--- src/opl3_config.svh ---
`ifndef OPL3_CONFIG_SVH
`define OPL3_CONFIG_SVH

// bank and slot layout
`define OPL_NUM_BANKS          2
`define OPL_OPS_PER_BANK       18
`define OPL_CHANNELS_PER_BANK  9
`define OPL_OP_MEM_DEPTH       22  // operator offsets 0x00 to 0x15
`define OPL_SLOT_CYCLES        2   // clocks spent on each slot

// widths
`define OPL_OP_NUM_WIDTH       5
`define OPL_OP_ADDR_WIDTH      5
`define OPL_CH_ADDR_WIDTH      4
`define OPL_REG_ADDR_WIDTH     8
`define OPL_REG_DATA_WIDTH     8
`define OPL_WS_WIDTH           3
`define OPL_CONN_SEL_WIDTH     6   // one pairing bit per 4-op channel pair, 3 per bank

// register range bases
`define OPL_BASE_AVEKM         8'h20
`define OPL_BASE_KSL_TL        8'h40
`define OPL_BASE_AR_DR         8'h60
`define OPL_BASE_SL_RR         8'h80
`define OPL_BASE_FNUM_LO       8'hA0
`define OPL_BASE_KON_BLK       8'hB0
`define OPL_BASE_FB_CNT        8'hC0
`define OPL_BASE_WS            8'hE0

`endif

--- src/opl3_pkg.sv ---
package opl3_pkg;

    // one stored register byte, read back through the layout of its range
    typedef union packed {
        struct packed {
            logic       am;       // tremolo enable
            logic       vib;      // vibrato enable
            logic       egt;      // sustain hold
            logic       ksr;      // key scale rate
            logic [3:0] mult;     // frequency multiplier
        } avekm;
        struct packed {
            logic [1:0] ksl;      // key scale level
            logic [5:0] tl;       // total level
        } ksl_tl;
        struct packed {
            logic [3:0] hi;       // ar or sl
            logic [3:0] lo;       // dr or rr
        } rates;
        struct packed {
            logic [1:0] spare;
            logic       kon;
            logic [2:0] block;    // octave
            logic [1:0] fnum_hi;
        } kon_blk;
        struct packed {
            logic [3:0] spare;
            logic [2:0] fb;       // feedback depth
            logic       cnt;      // connection
        } fb_cnt;
    } reg_byte_u;

    // operator role, rhythm mode only applies in bank 0
    typedef enum logic [2:0] {
        OP_NORMAL,
        OP_BASS_DRUM,
        OP_HI_HAT,
        OP_TOM_TOM,
        OP_SNARE_DRUM,
        OP_TOP_CYMBAL
    } op_type_e;

endpackage

--- src/channel_reg_file.sv ---
`include "opl3_config.svh"

module channel_reg_file (
    input  logic                           clk,
    input  logic                           arst_n,
    input  logic                           reg_wr_valid,
    input  logic                           reg_wr_bank,
    input  logic [`OPL_REG_ADDR_WIDTH-1:0] reg_wr_address,
    input  logic [`OPL_REG_DATA_WIDTH-1:0] reg_wr_data,
    input  logic                           slot_rd,
    input  logic                           slot_bank,
    input  logic [`OPL_CH_ADDR_WIDTH-1:0]  key_ch_addr,
    input  logic [`OPL_CH_ADDR_WIDTH-1:0]  fb_ch_addr,
    output logic [9:0]                     fnum,
    output logic [2:0]                     block,
    output logic                           kon,
    output logic [2:0]                     fb,
    output logic                           cnt
);
    import opl3_pkg::*;

    localparam int AW = `OPL_CH_ADDR_WIDTH;
    localparam logic [`OPL_REG_ADDR_WIDTH-1:0] CH_BASE [3] = '{
        `OPL_BASE_FNUM_LO, `OPL_BASE_KON_BLK, `OPL_BASE_FB_CNT
    };

    reg_byte_u ch_q [3];  // fnum low, kon/block/fnum high, fb/cnt

    for (genvar i = 0; i < 3; i++) begin : g_ch_mem
        logic [`OPL_REG_ADDR_WIDTH-1:0] wr_offset;
        logic [AW-1:0]                  rd_addr;

        assign wr_offset = reg_wr_address - CH_BASE[i];
        // feedback follows the physical channel, key and pitch the paired one
        assign rd_addr   = (i == 2) ? fb_ch_addr : key_ch_addr;

        reg_bank_mem #(.DEPTH(`OPL_CHANNELS_PER_BANK), .WIDTH(`OPL_REG_DATA_WIDTH)) mem_inst (
            .clk, .arst_n,
            .wr_en(reg_wr_valid && wr_offset < `OPL_CHANNELS_PER_BANK),
            .wr_bank(reg_wr_bank),
            .wr_addr(wr_offset[AW-1:0]),
            .wr_data(reg_wr_data),
            .rd_en(slot_rd),
            .rd_bank(slot_bank),
            .rd_addr(rd_addr),
            .rd_data(ch_q[i])
        );
    end

    assign fnum  = {ch_q[1].kon_blk.fnum_hi, ch_q[0]};
    assign block = ch_q[1].kon_blk.block;
    assign kon   = ch_q[1].kon_blk.kon;
    assign fb    = ch_q[2].fb_cnt.fb;
    assign cnt   = ch_q[2].fb_cnt.cnt;
endmodule

--- src/operator_control.sv ---
`include "opl3_config.svh"

module operator_control (
    input  logic                           clk,
    input  logic                           arst_n,
    input  logic                           sample_clk_en,
    input  logic                           reg_wr_valid,
    input  logic                           reg_wr_bank,
    input  logic [`OPL_REG_ADDR_WIDTH-1:0] reg_wr_address,
    input  logic [`OPL_REG_DATA_WIDTH-1:0] reg_wr_data,
    input  logic [`OPL_CONN_SEL_WIDTH-1:0] connection_sel,
    input  logic                           ryt,
    output logic                           slot_valid,
    output logic                           slot_bank,
    output logic [`OPL_OP_NUM_WIDTH-1:0]   slot_op_num,
    output logic                           am,
    output logic                           vib,
    output logic                           egt,
    output logic                           ksr,
    output logic [3:0]                     mult,
    output logic [1:0]                     ksl,
    output logic [5:0]                     tl,
    output logic [3:0]                     ar,
    output logic [3:0]                     dr,
    output logic [3:0]                     sl,
    output logic [3:0]                     rr,
    output logic [`OPL_WS_WIDTH-1:0]       ws,
    output logic [9:0]                     fnum,
    output logic [2:0]                     block,
    output logic                           kon,
    output logic [2:0]                     fb,
    output logic                           cnt,
    output logic                           use_feedback,
    output opl3_pkg::op_type_e             op_type,
    output logic                           ops_done_pulse
);
    logic                          slot_rd;
    logic [`OPL_OP_ADDR_WIDTH-1:0] op_rd_addr;
    logic [`OPL_CH_ADDR_WIDTH-1:0] key_ch_addr;
    logic [`OPL_CH_ADDR_WIDTH-1:0] fb_ch_addr;

    slot_sequencer slot_sequencer_inst (
        .clk, .arst_n, .sample_clk_en,
        .slot_rd, .slot_bank, .slot_op_num, .slot_valid, .ops_done_pulse
    );

    slot_map slot_map_inst (
        .clk, .arst_n, .slot_rd, .slot_bank, .slot_op_num, .connection_sel, .ryt,
        .op_rd_addr, .key_ch_addr, .fb_ch_addr, .use_feedback, .op_type
    );

    operator_reg_file operator_reg_file_inst (
        .clk, .arst_n, .reg_wr_valid, .reg_wr_bank, .reg_wr_address, .reg_wr_data,
        .slot_rd, .slot_bank, .op_rd_addr,
        .am, .vib, .egt, .ksr, .mult, .ksl, .tl, .ar, .dr, .sl, .rr, .ws
    );

    channel_reg_file channel_reg_file_inst (
        .clk, .arst_n, .reg_wr_valid, .reg_wr_bank, .reg_wr_address, .reg_wr_data,
        .slot_rd, .slot_bank, .key_ch_addr, .fb_ch_addr,
        .fnum, .block, .kon, .fb, .cnt
    );
endmodule

--- src/operator_reg_file.sv ---
`include "opl3_config.svh"

module operator_reg_file (
    input  logic                           clk,
    input  logic                           arst_n,
    input  logic                           reg_wr_valid,
    input  logic                           reg_wr_bank,
    input  logic [`OPL_REG_ADDR_WIDTH-1:0] reg_wr_address,
    input  logic [`OPL_REG_DATA_WIDTH-1:0] reg_wr_data,
    input  logic                           slot_rd,
    input  logic                           slot_bank,
    input  logic [`OPL_OP_ADDR_WIDTH-1:0]  op_rd_addr,
    output logic                           am,
    output logic                           vib,
    output logic                           egt,
    output logic                           ksr,
    output logic [3:0]                     mult,
    output logic [1:0]                     ksl,
    output logic [5:0]                     tl,
    output logic [3:0]                     ar,
    output logic [3:0]                     dr,
    output logic [3:0]                     sl,
    output logic [3:0]                     rr,
    output logic [`OPL_WS_WIDTH-1:0]       ws
);
    import opl3_pkg::*;

    localparam int AW = `OPL_OP_ADDR_WIDTH;
    localparam logic [`OPL_REG_ADDR_WIDTH-1:0] BYTE_BASE [4] = '{
        `OPL_BASE_AVEKM, `OPL_BASE_KSL_TL, `OPL_BASE_AR_DR, `OPL_BASE_SL_RR
    };

    reg_byte_u                      byte_q [4];
    logic [`OPL_REG_ADDR_WIDTH-1:0] ws_offset;

    for (genvar i = 0; i < 4; i++) begin : g_byte_mem
        logic [`OPL_REG_ADDR_WIDTH-1:0] wr_offset;

        assign wr_offset = reg_wr_address - BYTE_BASE[i]; // wraps high below the base

        reg_bank_mem #(.DEPTH(`OPL_OP_MEM_DEPTH), .WIDTH(`OPL_REG_DATA_WIDTH)) mem_inst (
            .clk, .arst_n,
            .wr_en(reg_wr_valid && wr_offset < `OPL_OP_MEM_DEPTH),
            .wr_bank(reg_wr_bank),
            .wr_addr(wr_offset[AW-1:0]),
            .wr_data(reg_wr_data),
            .rd_en(slot_rd),
            .rd_bank(slot_bank),
            .rd_addr(op_rd_addr),
            .rd_data(byte_q[i])
        );
    end

    assign ws_offset = reg_wr_address - `OPL_BASE_WS;

    reg_bank_mem #(.DEPTH(`OPL_OP_MEM_DEPTH), .WIDTH(`OPL_WS_WIDTH)) ws_mem (
        .clk, .arst_n,
        .wr_en(reg_wr_valid && ws_offset < `OPL_OP_MEM_DEPTH),
        .wr_bank(reg_wr_bank),
        .wr_addr(ws_offset[AW-1:0]),
        .wr_data(reg_wr_data[`OPL_WS_WIDTH-1:0]), // upper bits unused
        .rd_en(slot_rd),
        .rd_bank(slot_bank),
        .rd_addr(op_rd_addr),
        .rd_data(ws)
    );

    assign am   = byte_q[0].avekm.am;
    assign vib  = byte_q[0].avekm.vib;
    assign egt  = byte_q[0].avekm.egt;
    assign ksr  = byte_q[0].avekm.ksr;
    assign mult = byte_q[0].avekm.mult;
    assign ksl  = byte_q[1].ksl_tl.ksl;
    assign tl   = byte_q[1].ksl_tl.tl;
    assign ar   = byte_q[2].rates.hi;
    assign dr   = byte_q[2].rates.lo;
    assign sl   = byte_q[3].rates.hi;
    assign rr   = byte_q[3].rates.lo;
endmodule

--- src/reg_bank_mem.sv ---
`include "opl3_config.svh"

module reg_bank_mem #(
    parameter int DEPTH = `OPL_OP_MEM_DEPTH,
    parameter int WIDTH = `OPL_REG_DATA_WIDTH
) (
    input  logic                     clk,
    input  logic                     arst_n,
    input  logic                     wr_en,
    input  logic                     wr_bank,
    input  logic [$clog2(DEPTH)-1:0] wr_addr,
    input  logic [WIDTH-1:0]         wr_data,
    input  logic                     rd_en,
    input  logic                     rd_bank,
    input  logic [$clog2(DEPTH)-1:0] rd_addr,
    output logic [WIDTH-1:0]         rd_data
);
    logic [WIDTH-1:0] mem [`OPL_NUM_BANKS][DEPTH];

    always_ff @(posedge clk or negedge arst_n) begin
        if (!arst_n) begin
            for (int b = 0; b < `OPL_NUM_BANKS; b++) begin
                for (int i = 0; i < DEPTH; i++) begin
                    mem[b][i] <= '0;
                end
            end
        end else if (wr_en) begin
            mem[wr_bank][wr_addr] <= wr_data;
        end
    end

    always_ff @(posedge clk or negedge arst_n) begin
        if (!arst_n) begin
            rd_data <= '0;
        end else if (rd_en) begin
            rd_data <= mem[rd_bank][rd_addr]; // held until the next slot read
        end
    end
endmodule

--- src/slot_map.sv ---
`include "opl3_config.svh"

module slot_map (
    input  logic                           clk,
    input  logic                           arst_n,
    input  logic                           slot_rd,
    input  logic                           slot_bank,
    input  logic [`OPL_OP_NUM_WIDTH-1:0]   slot_op_num,
    input  logic [`OPL_CONN_SEL_WIDTH-1:0] connection_sel,
    input  logic                           ryt,
    output logic [`OPL_OP_ADDR_WIDTH-1:0]  op_rd_addr,
    output logic [`OPL_CH_ADDR_WIDTH-1:0]  key_ch_addr,
    output logic [`OPL_CH_ADDR_WIDTH-1:0]  fb_ch_addr,
    output logic                           use_feedback,
    output opl3_pkg::op_type_e             op_type
);
    import opl3_pkg::*;

    logic [1:0] grp;        // slots 0-5, 6-11, 12-17
    logic [1:0] slot_mod3;
    logic [2:0] sel_idx;
    logic       pair_bit;
    logic       rhythm;
    logic       fb_next;
    op_type_e   type_next;

    assign grp       = (slot_op_num < 6) ? 2'd0 : (slot_op_num < 12) ? 2'd1 : 2'd2;
    assign slot_mod3 = 2'(slot_op_num % 3);
    assign sel_idx   = {1'b0, slot_mod3} + (slot_bank ? 3'd3 : 3'd0);
    assign pair_bit  = connection_sel[sel_idx];
    assign rhythm    = !slot_bank && ryt;

    // operator offsets skip 0x06-0x07 and 0x0E-0x0F
    assign op_rd_addr = slot_op_num + {grp, 1'b0};
    assign fb_ch_addr = {2'b00, grp} * 4'd3 + {2'b00, slot_mod3};

    // second half of a 4-op pair takes key and fnum from its partner
    assign key_ch_addr = (grp == 2'd1 && pair_bit) ? fb_ch_addr - 4'd3 : fb_ch_addr;

    always_comb begin
        case (slot_op_num)
            0, 1, 2, 12: fb_next = 1'b1;
            6, 7, 8:     fb_next = !pair_bit;
            13, 14:      fb_next = !rhythm;  // hi-hat and tom-tom in rhythm mode
            default:     fb_next = 1'b0;
        endcase
    end

    always_comb begin
        type_next = OP_NORMAL;
        if (rhythm) begin
            case (slot_op_num)
                12, 15:  type_next = OP_BASS_DRUM;
                13:      type_next = OP_HI_HAT;
                14:      type_next = OP_TOM_TOM;
                16:      type_next = OP_SNARE_DRUM;
                17:      type_next = OP_TOP_CYMBAL;
                default: type_next = OP_NORMAL;
            endcase
        end
    end

    always_ff @(posedge clk or negedge arst_n) begin
        if (!arst_n) begin
            use_feedback <= 1'b0;
            op_type      <= OP_NORMAL;
        end else if (slot_rd) begin
            use_feedback <= fb_next;   // same cycle as the register file data
            op_type      <= type_next;
        end
    end
endmodule

--- src/slot_sequencer.sv ---
`include "opl3_config.svh"

module slot_sequencer (
    input  logic                         clk,
    input  logic                         arst_n,
    input  logic                         sample_clk_en,
    output logic                         slot_rd,
    output logic                         slot_bank,
    output logic [`OPL_OP_NUM_WIDTH-1:0] slot_op_num,
    output logic                         slot_valid,
    output logic                         ops_done_pulse
);
    localparam int NUM_SLOTS   = `OPL_NUM_BANKS * `OPL_OPS_PER_BANK;
    localparam int STATE_WIDTH = $clog2(NUM_SLOTS + 1);
    localparam int CYC_WIDTH   = $clog2(`OPL_SLOT_CYCLES);
    localparam int NUM_WIDTH   = `OPL_OP_NUM_WIDTH;

    logic [STATE_WIDTH-1:0] state;   // 0 is idle, 1..36 are slots
    logic [CYC_WIDTH-1:0]   cyc_cnt;
    logic                   last_cyc;

    assign last_cyc = cyc_cnt == CYC_WIDTH'(`OPL_SLOT_CYCLES - 1);

    always_ff @(posedge clk or negedge arst_n) begin
        if (!arst_n) begin
            state   <= '0;
            cyc_cnt <= '0;
        end else if (state == '0) begin
            cyc_cnt <= '0;
            if (sample_clk_en) begin
                state <= STATE_WIDTH'(1); // strobes mid-sweep are dropped
            end
        end else if (last_cyc) begin
            cyc_cnt <= '0;
            state   <= (state == STATE_WIDTH'(NUM_SLOTS)) ? '0 : state + 1'b1;
        end else begin
            cyc_cnt <= cyc_cnt + 1'b1;
        end
    end

    // bank and number are stable for both cycles of a slot
    assign slot_rd   = (state != '0) && (cyc_cnt == '0);
    assign slot_bank = state > STATE_WIDTH'(`OPL_OPS_PER_BANK);

    always_comb begin
        if (state == '0) begin
            slot_op_num = '0;
        end else if (slot_bank) begin
            slot_op_num = NUM_WIDTH'(state - STATE_WIDTH'(`OPL_OPS_PER_BANK + 1));
        end else begin
            slot_op_num = NUM_WIDTH'(state - STATE_WIDTH'(1));
        end
    end

    always_ff @(posedge clk or negedge arst_n) begin
        if (!arst_n) begin
            slot_valid     <= 1'b0;
            ops_done_pulse <= 1'b0;
        end else begin
            slot_valid     <= slot_rd; // lines up with memory read data
            ops_done_pulse <= slot_valid && slot_bank
                              && (slot_op_num == NUM_WIDTH'(`OPL_OPS_PER_BANK - 1));
        end
    end
endmodule

--- config.mk ---
export PLATFORM = sky130hd
export DESIGN_NAME = operator_control
export DESIGN_NICKNAME = d
export VERILOG_FILES = /design/src/opl3_pkg.sv /design/src/channel_reg_file.sv /design/src/operator_control.sv /design/src/operator_reg_file.sv /design/src/reg_bank_mem.sv /design/src/slot_map.sv /design/src/slot_sequencer.sv
export VERILOG_INCLUDE_DIRS = /design/src
export SDC_FILE = /design/constraint.sdc
export NUM_CORES = 2
export LEC_CHECK = 0
export BUFFER_PORTS_ARGS = -buffer_cell sky130_fd_sc_hd__buf_2
export CAP_MARGIN = 20
export CORE_ASPECT_RATIO = 0.75
export CORE_UTILIZATION = 52
export DETAILED_ROUTE_END_ITERATION = 8
export GPL_ROUTABILITY_DRIVEN = 0
export PLACE_DENSITY_LB_ADDON = 0.2
export SYNTH_ARGS = -nofsm -noshare
export SYNTH_HDL_FRONTEND = slang
export SYNTH_HIERARCHICAL = 1
export SYNTH_SLANG_ARGS = --single-unit
--- constraint.sdc ---
create_clock -name clk -period 12.6 [get_ports clk]
set_input_delay 1.89 -clock clk [delete_from_list [all_inputs] [get_ports clk]]
set_output_delay 1.89 -clock clk [all_outputs]
set_load 0.1 [all_outputs]
Word-level counts from Yosys, hierarchy flattened

Cells that the tools add are included.

Multipliers: 1
Div/mod/pow operators: 1
Reductions and logical operators: 34
Bitwise operators: 14
Muxes and demuxes: 105
$add $sub $neg: 16
Equality and inequality tests: 14
$lt $le $gt $ge: 34

Operators by type and width:

| cell                   | number |
|---|---|
| $mux W176              | 16 |
| $bwmux W352            | 4 |
| $mux W72               | 12 |
| $demux W176 S1         | 4 |
| $bwmux W144            | 3 |
| $mux W66               | 4 |
| $demux W72 S1          | 3 |
| $bmux W8 S5            | 4 |
| $demux W8 S5           | 4 |
| $mux W8                | 17 |
| $bwmux W132            | 1 |
| $bmux W8 S4            | 3 |
| $demux W8 S4           | 3 |
| $demux W66 S1          | 1 |
| $lt A8 B5 Y1 const B   | 5 |
| $sub A8 B8 Y8 const B  | 5 |
| $ge A6 B6 Y1 const B   | 6 |
| $mux W6                | 6 |
| $not A5 Y6             | 6 |
| $mod A5 B2 Y32 const B | 1 |
| $lt A6 B1 Y1 const B   | 5 |
| $eq A5 B4 Y1 const B   | 5 |
| $ge A5 B5 Y1 const B   | 5 |
| $not A4 Y5             | 5 |
| other kinds (48)       | 91 |

Bits in registers: 2038
Logic and storage cells: 507

Logic depth before layout (Yosys ltp)

Depth in word-level cells: 14
Gate-level depth with buffers: 35
Mapped depth without buffers: 34

By module

Netlist, hierarchy kept.

Modules (own cells, without submodules):

| module                                                            | area each (µm²) | cells each | sequential area each (µm²) | times used |
|---|---|---|---|---|
| reg_bank_mem at operator_reg_file_inst.g_byte_mem[0].mem_inst ... | 16782.3         | 1097       | 9008.6                     | 4 |
| reg_bank_mem at channel_reg_file_inst.g_ch_mem[0].mem_inst ...    | 7066.8          | 491        | 3803.6                     | 3 |
| reg_bank_mem at operator_reg_file_inst.ws_mem                     | 6473.7          | 463        | 3378.2                     | 1 |
| slot_map                                                          | 860.8           | 101        | 100.1                      | 1 |
| slot_sequencer                                                    | 694.4           | 74         | 200.2                      | 1 |
| operator_reg_file                                                 | 128.9           | 15         | 0.0                        | 1 |
| channel_reg_file                                                  | 101.3           | 14         | 0.0                        | 1 |

Worst setup path after synthesis

Ideal clock, no wire load.

Path kind: reg2reg
Start point: register slot_sequencer_inst.state[0]
End point: register channel_reg_file_inst.g_ch_mem[0].mem_inst.rd_data[2]
Data arrival time: 8.919 ns
Library setup time: 0.083 ns
Period minus slack after synthesis: 9.001 ns
Path slack: 3.599 ns
Stages on the path, launching flop included: 36
Path through: dfrtp_1 -> inv_1 -> ha_1 -> nand2b_2 -> a21oi_1 -> nor2_1 -> inv_1 -> fa_1 -> xnor2_1 -> nor2_1 -> buf_4 -> nand2_1 -> inv_1 -> ha_1 -> nand4b_1 -> and3_4 -> nor2_1 -> ha_1 -> a311oi_1 -> mux2i_1 -> ha_1 -> a211oi_1 -> and3_4 -> mux2i_1 -> fa_1 -> inv_1 -> ha_1 -> inv_1 -> fa_1 -> inv_1 -> a211oi_1 -> xnor2_1 -> nor4b_2 -> nand2_1 -> and3_1 -> o21ai_0

Longest elaborated chain between the ends: 14
Elaborated cells between the ends (all ways): 31
Classes of those cells: add/sub (5); mul (1); div (1); order compare (3); eq/ne (1); mux (14); bitwise (2); reduce/logical (4)

Ends and longest elaborated chain:

| element                                                | line                   | text |
|---|---|---|
| from (decl)                                            | slot_sequencer.sv:18   | `logic [STATE_WIDTH-1:0] state;` |
| from (signal assigned)                                 | slot_sequencer.sv:35   | `state <= (state == STATE_WIDTH'(NUM_SLOTS)) ? '0 : state + 1'b1;` |
| $gt A6 B5 Y1 (*)                                       | slot_sequencer.sv:43   | `` assign slot_bank = state > STATE_WIDTH'(`OPL_OPS_PER_BANK); `` |
| via slot_bank                                          | operator_control.sv:14 | `output logic slot_bank,` |
| $mux W5 (*)                                            | slot_sequencer.sv:48   | `end else if (slot_bank) begin` |
| $mux W5 (*)                                            | slot_sequencer.sv:46   | `if (state == '0) begin` |
| via slot_op_num[2]                                     | operator_control.sv:15 | `` output logic [`OPL_OP_NUM_WIDTH-1:0] slot_op_num, `` |
| branches (longest 4 deep; another with $mod A5 B2 Y32) | n/a                    |  |
| $add A4 B2 Y4 (*)                                      | slot_map.sv:35         | `assign fb_ch_addr = {2'b00, grp} * 4'd3 + {2'b00, slot_mod3};` |
| via fb_ch_addr[2]                                      | operator_control.sv:40 | `` logic [`OPL_CH_ADDR_WIDTH-1:0] fb_ch_addr; `` |
| $sub A4 B2 Y4 (*)                                      | slot_map.sv:38         | `assign key_ch_addr = (grp == 2'd1 && pair_bit) ? fb_ch_addr - 4'd3 : fb_ch_addr;` |
| $mux W4 (*)                                            | slot_map.sv:38         |  |
| via key_ch_addr[3]                                     | operator_control.sv:39 | `` logic [`OPL_CH_ADDR_WIDTH-1:0] key_ch_addr; `` |
| $not A4 Y5 (implied by the code) (*)                   | reg_bank_mem.sv:36     | `rd_data <= mem[rd_bank][rd_addr];` |
| $bmux W8 S4 (*)                                        | reg_bank_mem.sv:36     |  |
| $mux W8 (implied by the code) (*) (2 in a row)         | reg_bank_mem.sv:36     |  |
| to (signal assigned)                                   | reg_bank_mem.sv:36     |  |
| to (decl)                                              | reg_bank_mem.sv:16     | `output logic [WIDTH-1:0] rd_data` |

Mark *: on every way through the listed nets, which the timed path passes. The select of a mux whose other input is x is not followed.
A chain may end at the register's enable or synchronous reset.

Final worst setup path

Start point: register slot_sequencer_inst.state[0]
End point: register channel_reg_file_inst.g_ch_mem[0].mem_inst.rd_data[7]

Longest elaborated chain between the ends: 14
Elaborated cells between the ends (all ways): 31
Classes of those cells: add/sub (5); mul (1); div (1); order compare (3); eq/ne (1); mux (14); bitwise (2); reduce/logical (4)

Ends and longest elaborated chain:

| element                                                | line                   | text |
|---|---|---|
| $sub A5 B1 Y5 (tied with other cells)                  | slot_sequencer.sv:51   | `slot_op_num = NUM_WIDTH'(state - STATE_WIDTH'(1));` |
| $mux W5                                                | slot_sequencer.sv:48   |  |
| $mux W5 (*)                                            | slot_sequencer.sv:46   |  |
| branches (longest 4 deep; another with $mod A5 B2 Y32) | n/a                    |  |
| $add A4 B2 Y4 (*)                                      | slot_map.sv:35         |  |
| via fb_ch_addr[2]                                      | operator_control.sv:40 |  |
| $sub A4 B2 Y4 (*)                                      | slot_map.sv:38         |  |
| $mux W4 (*)                                            | slot_map.sv:38         |  |
| via key_ch_addr[3]                                     | operator_control.sv:39 |  |
| $not A4 Y5 (implied by the code) (*)                   | reg_bank_mem.sv:36     |  |
| $bmux W8 S4 (*)                                        | reg_bank_mem.sv:36     |  |
| $mux W8 (implied by the code) (*) (2 in a row)         | reg_bank_mem.sv:36     |  |

Marked as above.

==> reports/summary.md <==
For the sum of negative setup slack, the log shows 0 ps. The required time at the endpoint of the critical path was 13310 ps. For the die outline area, the log shows 178000 um^2.

The run gives 0 as the final number of hold-violating endpoints. Counting every instance in the synthesized netlist gives 6201. STA classifies the critical path startpoint as a flop. The startpoint of the lowest-slack register-to-register path was slot_sequencer_inst/state[0]. From synthesis to final layout, the design area changed by 9.03%. The final count of pins violating max slew is 0, and the max-slew headroom at the worst pin is 0.185. The period utilization came out at 0.766. The logs give 4 for the deepest level of the CTS H-tree and 0 for the number of setup buffers added after CTS. Number of buffers inserted during clock tree synthesis: 188. The run finished with clean final reports.

In the routed design, unresolved DRC markers number 0. The met1 routing resource usage after global routing was 0.395; the initial standard-cell utilization of the core was 0.523. The number of global-route vias before repair was 55500; the CTS clock-pin slew for the worst setup and hold paths was 60 ps.

The via count normalized by instance count is 6.16. IR analysis of the VDD net gives a maximum drop of 0.000112 V. The most critical setup path has its startpoint at slot_sequencer_inst/state[0]. STA classifies the critical path endpoint as a flop. For this block, the via count after detailed routing is 53200. The critical path's most frequent cell is sky130_fd_sc_hd__ha_1. Static timing analysis puts the maximum clock frequency at 104 MHz. Dividing the detail-routed wire length by the instance count gives 26.4 um.

The run gives 5 as the detailed-routing iteration count for the pre-antenna-repair pass. The final design instance area without fill is 99900 um^2, and the placed instance area is 93500 um^2. The half-perimeter wire length after placement was 140000 um. For the largest net degree at the start of global routing, the log shows 180. The root buffer selected by CTS is sky130_fd_sc_hd__clkbuf_16.

The die extent in x is 487 um, and the final clock skew is 32.6 ps. The run gives 0.392 as the met2 layer usage reported by global route. Share of final-layout standard cells stronger than drive strength 1: 0.459. TritonCTS built the clock tree. Setup repair after global routing left no endpoint under its margin.

The area of the core region is 175000 um^2, and the highest net fanout along the worst path is 82. The overall overflow remaining after global route is 0. Standard cell with the maximum stage delay on the critical path: sky130_fd_sc_hd__xnor2_2. The tools report the overall routing resource usage as 0.262. In this run the cell area of the synthesized design comes to 91600 um^2. First-pass GRT wire length: 356000 um. Measured in cells, the most critical reg-to-reg path has a length of 33. The tools report the final-stage net count as 6169.

The tools report the clock latency at the later pin of the worst-skew pair as 830 ps. After clock tree synthesis, the repair step resized 0 gates. The setup path with the least slack is of type reg -> reg.

At the worst endpoint, the arrival time is 10360 ps. The die extent in y came out at 365 um. In this run the count of I/O pins placed on the die edge is 93.

On the worst path, the slowest cell contributes a delay of 810 ps. The hold-critical path depth is 1. The logs give 48.4 nW for the leakage power and 6 for the total number of yosys warnings. In this run the power density over the cells is 128 nW/um^2. The number of setup violations in the final report was 0.

Synthesis produced a netlist with a net count of 6251. The detail route stage leaves a number of antenna-violating nets equal to 0. For flop-to-flop paths, the worst setup slack is 2950 ps. The time the final worst path needs with I/O delays and setup is 9650 ps. The initial DRC count was 4004. Max-cap violations in this run came to 0. The tools report the global-route track usage on met3 as 0.0419.

The post-synthesis average cell area was 14.8 um^2. The number of antenna violations at the first check in global routing is 3. At the pin with the least slew margin, the transition time is 1220 ps. The clock net in this run drives a total of 1929 sinks. For the worst-case clock buffer depth, the log shows 3.

After detailed routing, the total wire length is 228000 um. The number of standard-cell rows in the floorplan is 133. The busiest layer in global routing was met1. Buffers inserted to repair hold after CTS numbered 0. Class of the tightest hold or removal check: reg -> reg. The count of buffers added on input and output ports is 92.
-- power breakdown --
group,internal (mW),switching [mW]
clock network,3.38,2.43
registers,6.33,0.0707
logic,0.188,0.417
-- cell usage in the layout, fill, tap and decap left out, types with 13 or more instances in the layout --
master                      count
sky130_fd_sc_hd__clkinv_2      42
sky130_fd_sc_hd__nor2_1       116
sky130_fd_sc_hd__clkbuf_8      39
sky130_fd_sc_hd__clkbuf_1      44
sky130_fd_sc_hd__mux2i_1      284
sky130_fd_sc_hd__buf_2         78
sky130_fd_sc_hd__nand3_1       19
sky130_fd_sc_hd__nand2_2       60
sky130_fd_sc_hd__dfrtp_1     1929
sky130_fd_sc_hd__nand3b_1      22
sky130_fd_sc_hd__a22oi_1       52
sky130_fd_sc_hd__mux2_2      1805
sky130_fd_sc_hd__mux2_1       101
sky130_fd_sc_hd__o21ai_1       24
sky130_fd_sc_hd__buf_12        14
sky130_fd_sc_hd__nor2b_1       32
sky130_fd_sc_hd__and2_1        13
sky130_fd_sc_hd__bufinv_16     16
sky130_fd_sc_hd__mux4_2       324
sky130_fd_sc_hd__o221ai_1      21
sky130_fd_sc_hd__a211oi_1      21
sky130_fd_sc_hd__nand2b_1      26
sky130_fd_sc_hd__a211o_1       17
sky130_fd_sc_hd__o21ai_0       44
sky130_fd_sc_hd__nor2_2        49
sky130_fd_sc_hd__nor2_4        46
sky130_fd_sc_hd__o22ai_1       35
sky130_fd_sc_hd__or3_1         13
sky130_fd_sc_hd__nor3b_1       14
sky130_fd_sc_hd__ha_1          15
sky130_fd_sc_hd__nand2_1      169
sky130_fd_sc_hd__nor3_1        35
sky130_fd_sc_hd__a21oi_1       86
sky130_fd_sc_hd__buf_4         64
sky130_fd_sc_hd__a2111oi_0     24
sky130_fd_sc_hd__inv_1         49
sky130_fd_sc_hd__clkbuf_16    196
sky130_fd_sc_hd__or3b_1        15
sky130_fd_sc_hd__o41ai_1       22
-- critical path, delay by kind of cell (launching register included) --
kind | cells | cell delay, ps
AOI/OAI and AO/OA | 8 | 2090
and+or+nand+nor | 9 | 1870
buffers and inverters | 5 | 1180
adders and majority gates | 8 | 2610
xor gates and xnor gates | 1 | 810
DFF | 1 | 480
muxes | 2 | 470
-- how the worst max path moves through the flow --
stage                     slack, ps   end  depth (start not counted)
after detailed placement       3030  flop                         33
after floorplan                3600  flop                         35
after CTS                      2980  flop                         33
final                          2950  flop                         33
after global routing           2220  flop                         33
after global placement         3240  flop                         33
-- per-stage QoR --
stage                     std cells  hold WS (ps)  power [mW]  setup slack (ps)  utilization
after floorplan                6201           452        6.81              3600            -
after global placement         8290           461        7.10              3240        0.534
after detailed placement       8290           469        7.12              3030        0.534
after CTS                      8635           483        13.0              2980        0.570
after global routing           8637           493        13.3              2220        0.570
final                          8639           476        12.8              2950        0.571
-- cell type report --
cell class | instances | area, um^2
Fill cell | 13900 | 75200
Sequential cell | 1929 | 48300
Multi-Input combinational cell | 3780 | 40800
Clock buffer | 276 | 5570
Tap cell | 2362 | 2960
Timing Repair Buffer | 165 | 1270
Clock inverter | 69 | 800
Inverter | 55 | 219
Antenna cell | 3 | 7.51
-- state kept, by name (all words and copies together) (netlist names) --
name                                                count
operator_reg_file_inst/ws_mem/rd_data                   3
operator_reg_file_inst/g_byte_mem.mem_inst/mem       1408
slot_sequencer_inst/ops_done_pulse                      1
slot_map_inst/use_feedback                              1
slot_map_inst/op_type                                   3
channel_reg_file_inst/g_ch_mem.mem_inst/rd_data        18
slot_sequencer_inst/state                               6
operator_reg_file_inst/g_byte_mem.mem_inst/rd_data     32
operator_reg_file_inst/ws_mem/mem                     132
channel_reg_file_inst/g_ch_mem.mem_inst/mem           324
slot_sequencer_inst/slot_valid                          1
-- metal layers --
metal  wire length, um  up-vias  part of all wire
li1                  -    23000                 -
met1            108000    28800              0.47
met2            103000     1205              0.45
met3             11300      311             0.049
met4              5410        0             0.024
met5                 0        -                 0
No activity file was read; power rests on OpenSTA's default activity.
